<file path="src/source/mic_audio_pkg.sv">
// shared constants, sample and level report structs, meter state enum

package mic_audio_pkg;

    // system clock, the clock enable halves the rate at and above CLK_EN_MHZ
    localparam int CLK_MHZ    = 50;
    localparam int CLK_EN_MHZ = 100;

    // i2s frame: 9-bit counter, sck from one bit, ws toggle point
    localparam int FRAME_CNT_W   = 9;
    localparam int SCK_BIT       = 3;
    localparam int WS_TOGGLE_CNT = 15;
    localparam int BIT_STEP      = 16;          // clocks per sck period

    localparam int SAMPLE_W = 24;

    // left slot sampling window, just before each sck rise
    localparam int FIRST_BIT_CNT = 39;          // msb arrives 1.5 sck after ws
    localparam int LAST_BIT_CNT  = FIRST_BIT_CNT + (SAMPLE_W - 1) * BIT_STEP;
    localparam logic [SCK_BIT:0] BIT_PHASE = (SCK_BIT + 1)'(FIRST_BIT_CNT % BIT_STEP);

    // level meter
    localparam int LEVEL_W      = 23;           // saturated magnitude of a signed word
    localparam int METER_WINDOW = 4;            // samples per report
    localparam int WIN_CNT_W    = $clog2(METER_WINDOW);
    localparam logic [LEVEL_W-1:0] CLIP_LEVEL = 23'd7340032;

    typedef struct packed {
        logic signed [SAMPLE_W-1:0] data;       // two's complement word
        logic                       valid;      // one-cycle strobe
    } mic_sample_t;

    typedef struct packed {
        logic [LEVEL_W-1:0] peak;               // largest magnitude in the window
        logic               clip;               // peak at or above CLIP_LEVEL
        logic               valid;              // one-cycle strobe
    } level_report_t;

    typedef enum logic {
        ACCUMULATE,
        REPORT
    } meter_state_t;

endpackage

</file>
<file path="src/source/i2s_mic_receiver.sv">
// i2s microphone receiver: sck and ws generation, left slot capture, sample strobe

`timescale 1ns/10ps

module i2s_mic_receiver
(
    input                               clk,
    input                               rst,
    output logic                        lr,
    output logic                        ws,
    output logic                        sck,
    input  logic                        sd,
    output mic_audio_pkg::mic_sample_t  sample
);

    import mic_audio_pkg::*;

    logic                   clk_en;
    logic [FRAME_CNT_W-1:0] cnt;
    logic                   in_left_slot;
    logic                   sample_bit;
    logic                   word_done;
    logic [SAMPLE_W-1:0]    shift;

    // mic channel select tied low, so it talks in the left slot
    assign lr = 1'b0;

    // fast clocks run the frame logic at half rate
    generate
        if (CLK_MHZ >= CLK_EN_MHZ)
        begin : g_clk_div
            always_ff @(posedge clk or posedge rst)
            begin
                if (rst)
                    clk_en <= 1'b0;
                else
                    clk_en <= ~clk_en;
            end
        end
        else
        begin : g_clk_full
            assign clk_en = 1'b1;
        end
    endgenerate

    always_ff @(posedge clk or posedge rst)
    begin
        if (rst)
            cnt <= '0;
        else if (clk_en)
            cnt <= cnt + 1'b1;
    end

    assign sck = cnt[SCK_BIT];              // clk / 16 at 50 MHz

    // half frame is 512 counts, ws flips once per wrap
    always_ff @(posedge clk or posedge rst)
    begin
        if (rst)
            ws <= 1'b1;
        else if (clk_en && cnt == FRAME_CNT_W'(WS_TOGGLE_CNT))
            ws <= ~ws;
    end

    assign in_left_slot = (ws == lr);

    // 24 sample points, one per sck period, right before the rising edge
    assign sample_bit = in_left_slot
                        && cnt >= FRAME_CNT_W'(FIRST_BIT_CNT)
                        && cnt <= FRAME_CNT_W'(LAST_BIT_CNT)
                        && cnt[SCK_BIT:0] == BIT_PHASE;

    assign word_done = in_left_slot && cnt == '1;

    // msb first
    always_ff @(posedge clk)
    begin
        if (clk_en && sample_bit)
            shift <= {shift[SAMPLE_W-2:0], sd};
    end

    always_ff @(posedge clk or posedge rst)
    begin
        if (rst)
        begin
            sample.data  <= '0;
            sample.valid <= 1'b0;
        end
        else
        begin
            sample.valid <= clk_en && word_done;    // one pulse per frame
            if (clk_en && word_done)
                sample.data <= shift;
        end
    end

endmodule

</file>
<file path="src/source/mic_capture_top.sv">
// capture top: i2s receiver feeding the peak level meter

`timescale 1ns/10ps

module mic_capture_top
(
    input                                   clk,
    input                                   rst,

    // microphone pins
    output logic                            lr,
    output logic                            ws,
    output logic                            sck,
    input  logic                            sd,

    // captured words, also fed to the meter
    output mic_audio_pkg::mic_sample_t      sample,

    // one report per meter window
    output mic_audio_pkg::level_report_t    level
);

    // receiver owns all mic timing
    i2s_mic_receiver u_receiver
    (
        .clk    ( clk    ),
        .rst    ( rst    ),
        .lr     ( lr     ),
        .ws     ( ws     ),
        .sck    ( sck    ),
        .sd     ( sd     ),
        .sample ( sample )
    );

    // no back-pressure, meter sees every strobe
    peak_level_meter u_meter
    (
        .clk    ( clk    ),
        .rst    ( rst    ),
        .sample ( sample ),
        .level  ( level  )
    );

endmodule

</file>
<file path="src/source/peak_level_meter.sv">
// peak level meter: saturating magnitude, windowed peak hold, clip flag, report strobe

`timescale 1ns/10ps

module peak_level_meter
(
    input                                   clk,
    input                                   rst,
    input  mic_audio_pkg::mic_sample_t      sample,
    output mic_audio_pkg::level_report_t    level
);

    import mic_audio_pkg::*;

    meter_state_t           state;
    logic [WIN_CNT_W-1:0]   win_cnt;
    logic [LEVEL_W-1:0]     peak;
    logic [SAMPLE_W-1:0]    abs_word;
    logic [LEVEL_W-1:0]     magnitude;
    logic [LEVEL_W-1:0]     next_peak;
    logic                   last_in_window;

    // |x|, with -2^23 clamped to the largest 23-bit value
    always_comb
    begin
        if (sample.data[SAMPLE_W-1])
            abs_word = ~sample.data + 1'b1;
        else
            abs_word = sample.data;

        if (abs_word[SAMPLE_W-1])
            magnitude = '1;                 // only the most negative word lands here
        else
            magnitude = abs_word[LEVEL_W-1:0];
    end

    assign next_peak      = (magnitude > peak) ? magnitude : peak;
    assign last_in_window = (win_cnt == WIN_CNT_W'(METER_WINDOW - 1));

    always_ff @(posedge clk or posedge rst)
    begin
        if (rst)
        begin
            state   <= ACCUMULATE;
            win_cnt <= '0;
            peak    <= '0;
        end
        else
        begin
            case (state)
                ACCUMULATE:
                begin
                    if (sample.valid)
                    begin
                        peak    <= next_peak;
                        win_cnt <= win_cnt + 1'b1;
                        if (last_in_window)
                            state <= REPORT;
                    end
                end
                REPORT:
                begin
                    // report goes out this cycle, start the next window
                    peak    <= '0;
                    win_cnt <= '0;
                    state   <= ACCUMULATE;
                end
                default:
                    state <= ACCUMULATE;
            endcase
        end
    end

    // report is valid for the single REPORT cycle
    always_comb
    begin
        level.peak  = peak;
        level.clip  = (peak >= CLIP_LEVEL);
        level.valid = (state == REPORT);
    end

endmodule
</file>
<file path="config.mk">
export PLATFORM = sky130hd
export DESIGN_NAME = mic_capture_top
export DESIGN_NICKNAME = d
export VERILOG_FILES = /design/src/source/mic_audio_pkg.sv /design/src/source/i2s_mic_receiver.sv /design/src/source/mic_capture_top.sv /design/src/source/peak_level_meter.sv
export SDC_FILE = /design/constraint.sdc
export NUM_CORES = 1
export LEC_CHECK = 0
export ABC_AREA = 0
export BUFFER_PORTS_ARGS = -buffer_cell sky130_fd_sc_hd__buf_2
export CAP_MARGIN = 20
export CORE_ASPECT_RATIO = 2
export CORE_MARGIN = 4
export CORE_UTILIZATION = 62
export DETAILED_ROUTE_END_ITERATION = 12
export PLACE_DENSITY = 0.91
export SLEW_MARGIN = 0
export SYNTH_ARGS = -nofsm -noshare
export SYNTH_HDL_FRONTEND = slang
export SYNTH_SLANG_ARGS = --single-unit
</file>
<file path="constraint.sdc">
create_clock -name clk -period 12.4 [get_ports clk]
set_input_delay 0 -clock clk [delete_from_list [all_inputs] [get_ports clk]]
set_output_delay 0 -clock clk [all_outputs]
set_load 0.01 [all_outputs]
</file>
==> results of run 1 <==
==> layer usage <==
| metal | GRT usage | vias to the layer above | part of all wire |
|---|---|---|---|
| met2 | 0.458 | 188 | 0.54 |
| met4 | 0.188 | 0 | 0.054 |
| met3 | 0.0510 | 56 | 0.052 |
| met1 | 0.292 | 1696 | 0.35 |
| li1 | - | 1575 | - |
| met5 | 0 | - | 0 |
==> layout make-up <==
cell class,count,area (um2),area share
clock buffer,9,225,0.0443
sequential,85,2250,0.442
timing repair buffer,60,320,0.0630
tap,90,113,0.0221
multi-input combinational,263,1990,0.392
clock inverter,7,75.1,0.0148
inverter,30,113,0.0221
==> final timing paths <==
| kind | start | to | slack, ns | cells after the start |
|---|---|---|---|---|
| max | u_receiver.sample[24]$_DFFE_PP0P_ | u_meter.peak[6]$_DFFE_PP0P_ | 7.03 | 11 |
| min | sd | u_receiver.shift[0]$_DFFE_PP_ | 0.38 | 2 |
| max reg2reg | u_receiver.sample[24]$_DFFE_PP0P_ | u_meter.peak[6]$_DFFE_PP0P_ | 7.03 | 11 |
| min reg2reg | u_receiver.cnt[0]$_DFF_PP0_ | u_receiver.cnt[0]$_DFF_PP0_ | 0.44 | 1 |
| max in group asynchronous | rst | u_receiver.sample[22]$_DFFE_PP0P_ | 11.46 | 4 |
| min in group asynchronous | rst | u_receiver.sample[1]$_DFFE_PP0P_ | 0.42 | 4 |
==> sequential cells by signal, indices dropped and copies added (netlist names) <==
signal             count
u_meter.peak          23
u_meter.state          1
u_receiver.sample     25
u_receiver.cnt         9
u_receiver.shift      24
u_meter.win_cnt        2
u_receiver.ws          1
==> logic make-up after synthesis <==
logic type / synth area share
AOI/OAI and AO/OA: 0.145
and+or+nand+nor: 0.112
DFF: 0.508
buffers and inverters: 0.0461
muxes: 0.0741
adders and majority gates: 0.0763
xor gates and xnor gates: 0.0376
other: 0.000847
==> metrics by stage <==
stage,cells,cell area (um2),total power (uW)
4_1_cts,544,5090,565
3_3_place_gp,526,4770,297
5_1_grt,544,5090,576
6_report,544,5090,560
2_1_floorplan,398,4430,296
3_5_place_dp,526,4770,297
==> critical path, cell delays in order, from the launching register on <==
cell and delay (ns):
dfrtp_1 0.77, inv_1 0.23, nor3_1 0.78, nand3_1 0.82, nand2_1 0.25, ha_1 0.21, nand3_1 0.11, a211o_1 0.24
a311o_1 0.35, o211a_1 0.24, nor2_1 0.89, a311oi_1 0.26
==> power by group through the flow <==
stage / clock (uW) / sequential (uW) / combinational (uW)
after global placement: 0 / 292 / 4.60
after CTS: 273 / 287 / 5.26
final: 268 / 287 / 4.92
after global routing: 284 / 287 / 5.95
after floorplan: 0 / 292 / 3.27
after detailed placement: 0 / 292 / 4.74
==> synth_stat cells (5+ instances only) <==
cell type	number	area (um2)
dfrtp_1	60	1500
inv_1	30	113
a21oi_1	28	140
ha_1	27	338
nand2_1	25	93.8
edfxtp_1	24	721
mux2_2	22	248
clkbuf_1	14	52.6
xor2_1	14	123
nand3_1	13	65.1
nor2_1	13	48.8
a311oi_1	12	105
o21ai_0	12	60.1
mux2i_1	8	80.1
o31ai_1	7	52.6
a31oi_1	6	37.5
and3_1	6	37.5
nor3_1	6	30.0
a211oi_1	5	37.5
o41ai_1	5	43.8
or3_1	5	31.3
xnor2_1	5	43.8
==> timing repair <==
| item | 4_1_cts | 5_1_grt |
|---|---|---|
| hold buffers | 2 | 0 |
| endpoints found under the hold margin | 61 | 0 |
| resized for setup | 0 | 0 |
==> results.md, run 1 <==
* Hold Path Class: in -> reg
* Syn. warnings at 0
* CTS tree: done
* Critical Path Start Type: flop
* Dpl ws at 7.22 ns
* Root buffer cell: clkbuf_16
* Netlist cell types at 56
* Peak supply drop at 121 uV
* Psw at 115 uW
* Number of synthesized flops with an enable pin at 24
* DR pass1 iterations at 5
* Io pins at 56
* Mapped Nets at 428
* Crit path DAT at 5.51 ns
* Static Leak at 0.00251 uW
* Crit path max fanout at 23
* Worst skew pair latency at 0.34 ns
* Core Region at 0.00694 mm2
* Switching share of total power at 0.206
* Yosys reg bits at 85
* Setup TNS at 0 ns
* Finished Core Util at 0.733
* GP Congestion at 0.934
* Setup repair bufs after CTS at 0
* Sink Count at 85
* Slew headroom at 0.219
* Min Tclk post-route at 5.37 ns
* Most frequent cells in the layout: dfrtp_1, buf_2, inv_1, a21oi_1, ha_1
* Slew Viols, Final at 0
* Clock buffer depth at 2
* Post-Route WL at 10.7 mm
* Area grow syn2layout at 15.0%
* Final Setup Violations at 0
* PortBufs at 54
* GRT overflow at 0
* Gate power share at 0.009
* Total Nets Final at 479
* Seq pwr share at 0.513
* Internal Power at 444 uW
* Post-DRT Antenna Nets at 0
* CP Class: reg -> reg
* Largest net degree at the start of global routing at 62
* First-pass GRT wire length at 17.3 mm
* Initial antenna violation count at 0
* Share of flip-flops with an asynchronous set or reset at 0.718
* Site row count at 43
* Worst-path clk slew at 0.07 ns
* DRC at 0
* Detailed Route Iter0 Violations at 426
* Worst Setup End Kind: flop
* Number of global-route vias before repair at 3615
* Max Clk Rate at 186 MHz
* Cts bufs inserted at 9
* RSZ-0062 raised after global routing: false
* # diodes at 0
* Seq/Total Area, Yosys at 0.508
* Max-cap violation count at 0
* Final setup margin at 7.03 ns
* Mean Syn Cell Area at 11.1 um2
* Layout Skew at 0.00847 ns
* Fin Hold WS at 0.383 ns
* Layout cells sized above 1 at 0.247
* CTS H-tree lvls at 3
* Outcome: complete, no violations
* DPL Wire Length at 7.73 mm
* Drt wl/cell at 19.6 um
* Primary FF master, synth: dfrtp_1
* Synthesized instance count at 398
* Die span in x at 67.7 um
* Clk network pwr share at 0.479
* Die height at 127 um
* GRT Util Overall at 0.271
* Final hold vios at 0
* Worst-Margin Slew at 1.17 ns
* Cell Pwr Density at 110 mW/mm2
* Commonest non-fill, non-tap cell in the layout: dfrtp_1
* CP required at 12.54 ns
* Vias/cell at 6.46
* Vias at 3515
* Synthesized area at 0.00443 mm2
* Final period util at 0.433
* Starting Density at 0.638
* Full die area at 0.00864 mm2
* Fillers at 455
Power figures use the tool's default switching activity.
==> run 2, diff against run 1 <==
CORE_UTILIZATION = 58   (was 62)
PLACE_DENSITY = 0.86   (was 0.91)
clock period = 5.05 ns   (was 12.4 ns; I/O delays follow)
==> run 2 against run 1 <==
  * Register-to-register slack lost 6.8 ns
  * Non-clock buffer count grew 7
  * Largest cell class unchanged
  * Power grew to 2.6 times the previous value
  * Clock power grew to 2.9 times the previous value
  * First-iteration DRC count shrank 27%
  * Clock-buffer cell count grew 2
  * Critical endpoint is now u_meter.peak[8]$_DFFE_PP0P_
==> results.md, run 2 (synthesized netlist as in run 1, its figures left out) <==
* Cell count after placement at 533 (+1.3%)
* Setup repair bufs after CTS at 0 (unchanged)
* GRT overflow at 0 (unchanged)
* Detailed Route Iter0 Violations at 309 (-27%)
* Starting Density at 0.604 (-0.0332)
* Worst Setup End Kind: flop
* Most frequent cells in the layout: dfrtp_1, buf_2, inv_1, a21oi_1, ha_1
* Max-cap violation count at 0 (unchanged)
* Number of global-route vias before repair at 3513 (-2.8%)
* Critical Path Start Type: flop
* Root buffer cell: clkbuf_16
* GP Congestion at 0.942 (+0.82%)
* Initial antenna violation count at 0 (unchanged)
* Largest Register: u_receiver.sample
* Gate power share at 0.008 (about the same)
* First-pass GRT wire length at 17.3 mm (-0.12%)
* Vias at 3414 (-2.9%)
* Cts bufs inserted at 9 (unchanged)
* Worst skew pair latency at 0.34 ns (about the same)
* CP required at 5.25 ns (-7.29 ns)
* CTS tree: done
* Layout cells sized above 1 at 0.258 (+0.0114)
* Crit path max fanout at 14 (-39%)
* Clk network pwr share at 0.516 (+0.037)
* Largest net degree at the start of global routing at 62 (unchanged)
* Total Nets Final at 486 (+1.5%)
* Final cell count without fillers at 553 (+1.7%)
* Worst-path clk slew at 0.06 ns (about the same)
* PortBufs at 54 (unchanged)
* Final hold vios at 0 (unchanged)
* Total power at 1480 uW (+160%)
* Sink Count at 85 (unchanged)
* Setup TNS at 0 ns (unchanged)
* Post-DP Area at 0.00481 mm2 (+0.84%)
* Post-Route WL at 10.6 mm (-0.77%)
* Vias/cell at 6.17 (-4.5%)
* Internal Power at 1210 uW (+170%)
* Core Region at 0.00732 mm2 (+5.5%)
* Fillers at 510 (+12%)
* Full die area at 0.00918 mm2 (+6.3%)
* Area grow syn2layout at 17.6%
* Slew Viols, Final at 0 (unchanged)
* Drt wl/cell at 19.2 um (-2.4%)
* Seq pwr share at 0.476 (-0.037)
* GRT Util Overall at 0.238 (-0.0333)
* Top flop regs: u_receiver.sample: 25 flops, u_receiver.shift: 24 flops, u_meter.peak: 23 flops
* Commonest non-fill, non-tap cell in the layout: dfrtp_1
* CTS H-tree lvls at 3 (unchanged)
* Final period util at 0.947 (+0.513)
* Outcome: complete, no violations
* Clock buffer depth at 2 (unchanged)
* Max Clk Rate at 209 MHz (+12%)
* # diodes at 0 (unchanged)
* Worst-Margin Slew at 0.919 ns (-0.251 ns)
* Min Tclk post-route at 4.78 ns (-0.592 ns)
* DRC at 0 (unchanged)
* RSZ-0062 raised after global routing: false
* Peak supply drop at 341 uV (+180%)
* Static Leak at 0.00258 uW (+2.7%)
* Post-DRT Antenna Nets at 0 (unchanged)
* Die height at 132 um (+3.2%)
* Post-route cell area at 0.00520 mm2 (+2.3%)
* Io pins at 56 (unchanged)
* CP Class: reg -> reg
* Area occupied by multi-input gates at 0.00200 mm2 (+0.31%)
* Psw at 275 uW (+140%)
* Sequential Area at 0.00225 mm2 (unchanged)
* Cell Pwr Density at 285 mW/mm2 (+160%)
* Max reg flops at 25 (unchanged)
* Crit path DAT at 4.98 ns (-0.53 ns)
* Final Setup Violations at 0 (unchanged)
* Die span in x at 69.8 um (+3.0%)
* DR pass1 iterations at 4 (-1)
* DPL Wire Length at 7.48 mm (-3.2%)
* Slew headroom at 0.387 (+0.168)
* Hold Path Class: in -> reg
* Switching share of total power at 0.186 (-0.0203)
* Site row count at 44 (+2.3%)
* Layout Skew at 0.00659 ns (-0.00188 ns)
[run 2: power groups by stage]
| stage | logic, uW | clock network, uW | registers (uW) |
|---|---|---|---|
| after floorplan | 8.02 | 0 | 718 |
| after global placement | 11.4 | 0 | 718 |
| after detailed placement | 11.7 | 0 | 718 |
| after CTS | 12.8 | 774 | 705 |
| after global routing | 14.5 | 803 | 704 |
| final | 12.1 | 764 | 705 |
[run 2: worst paths after layout]
path	from	end	slack (ns)	cells past startpoint
worst max-delay path	u_receiver.sample[8]$_DFFE_PP0P_	u_meter.peak[8]$_DFFE_PP0P_	0.27	12
worst min-delay path	sd	u_receiver.shift[0]$_DFFE_PP_	0.37	2
worst max register to register	u_receiver.sample[8]$_DFFE_PP0P_	u_meter.peak[8]$_DFFE_PP0P_	0.27	12
worst min register to register	u_receiver.shift[8]$_DFFE_PP_	u_receiver.shift[9]$_DFFE_PP_	0.44	0
max in group asynchronous	rst	u_receiver.sample[21]$_DFFE_PP0P_	4.12	4
min in group asynchronous	rst	u_receiver.sample[23]$_DFFE_PP0P_	0.43	4
[run 2: area by class of cell]
cell class / instances / share of cell area
timing repair buffer: 67 / 0.0724
sequential: 85 / 0.432
inverter: 30 / 0.0216
tap: 92 / 0.0221
clock buffer: 11 / 0.0467
clock inverter: 5 / 0.0207
multi-input combinational: 263 / 0.384
[run 2: metrics by stage]
stage | setup WS [ns] | hold slack (ns) | utilization
2_1_floorplan | 0.878 | 0.0989 | -
3_3_place_gp | 0.365 | 0.178 | 0.657
3_5_place_dp | 0.276 | 0.178 | 0.657
4_1_cts | 0.185 | 0.358 | 0.707
5_1_grt | 0.0652 | 0.390 | 0.711
6_report | 0.270 | 0.374 | 0.711
[run 2: timing repair]
action / CTS / global route
hold buffers: 2 / 0
hold endpoints to repair: 61 / 0
endpoints found under the setup margin: 0 / 5
gates resized for setup: 0 / 1
[run 2: worst max-delay path, cell delays in order (launching register included)]
cell	delay [ns]
dfrtp_1	0.44
or4_1	0.60
or4_1	0.63
o41ai_1	0.38
mux2i_1	0.37
ha_1	0.31
and3_1	0.20
a221o_1	0.33
a221oi_2	0.35
o211a_1	0.33
nor2_1	0.12
buf_4	0.21
a311oi_1	0.37
[run 2: layer usage]
layer,GRT usage,part of all wire,routed length [um],vias to the layer above
met5,0,0,0,-
met4,0.126,0.040,422,0
met3,0.0657,0.050,535,32
met2,0.425,0.55,5820,120
met1,0.247,0.36,3820,1670
li1,-,-,-,1592
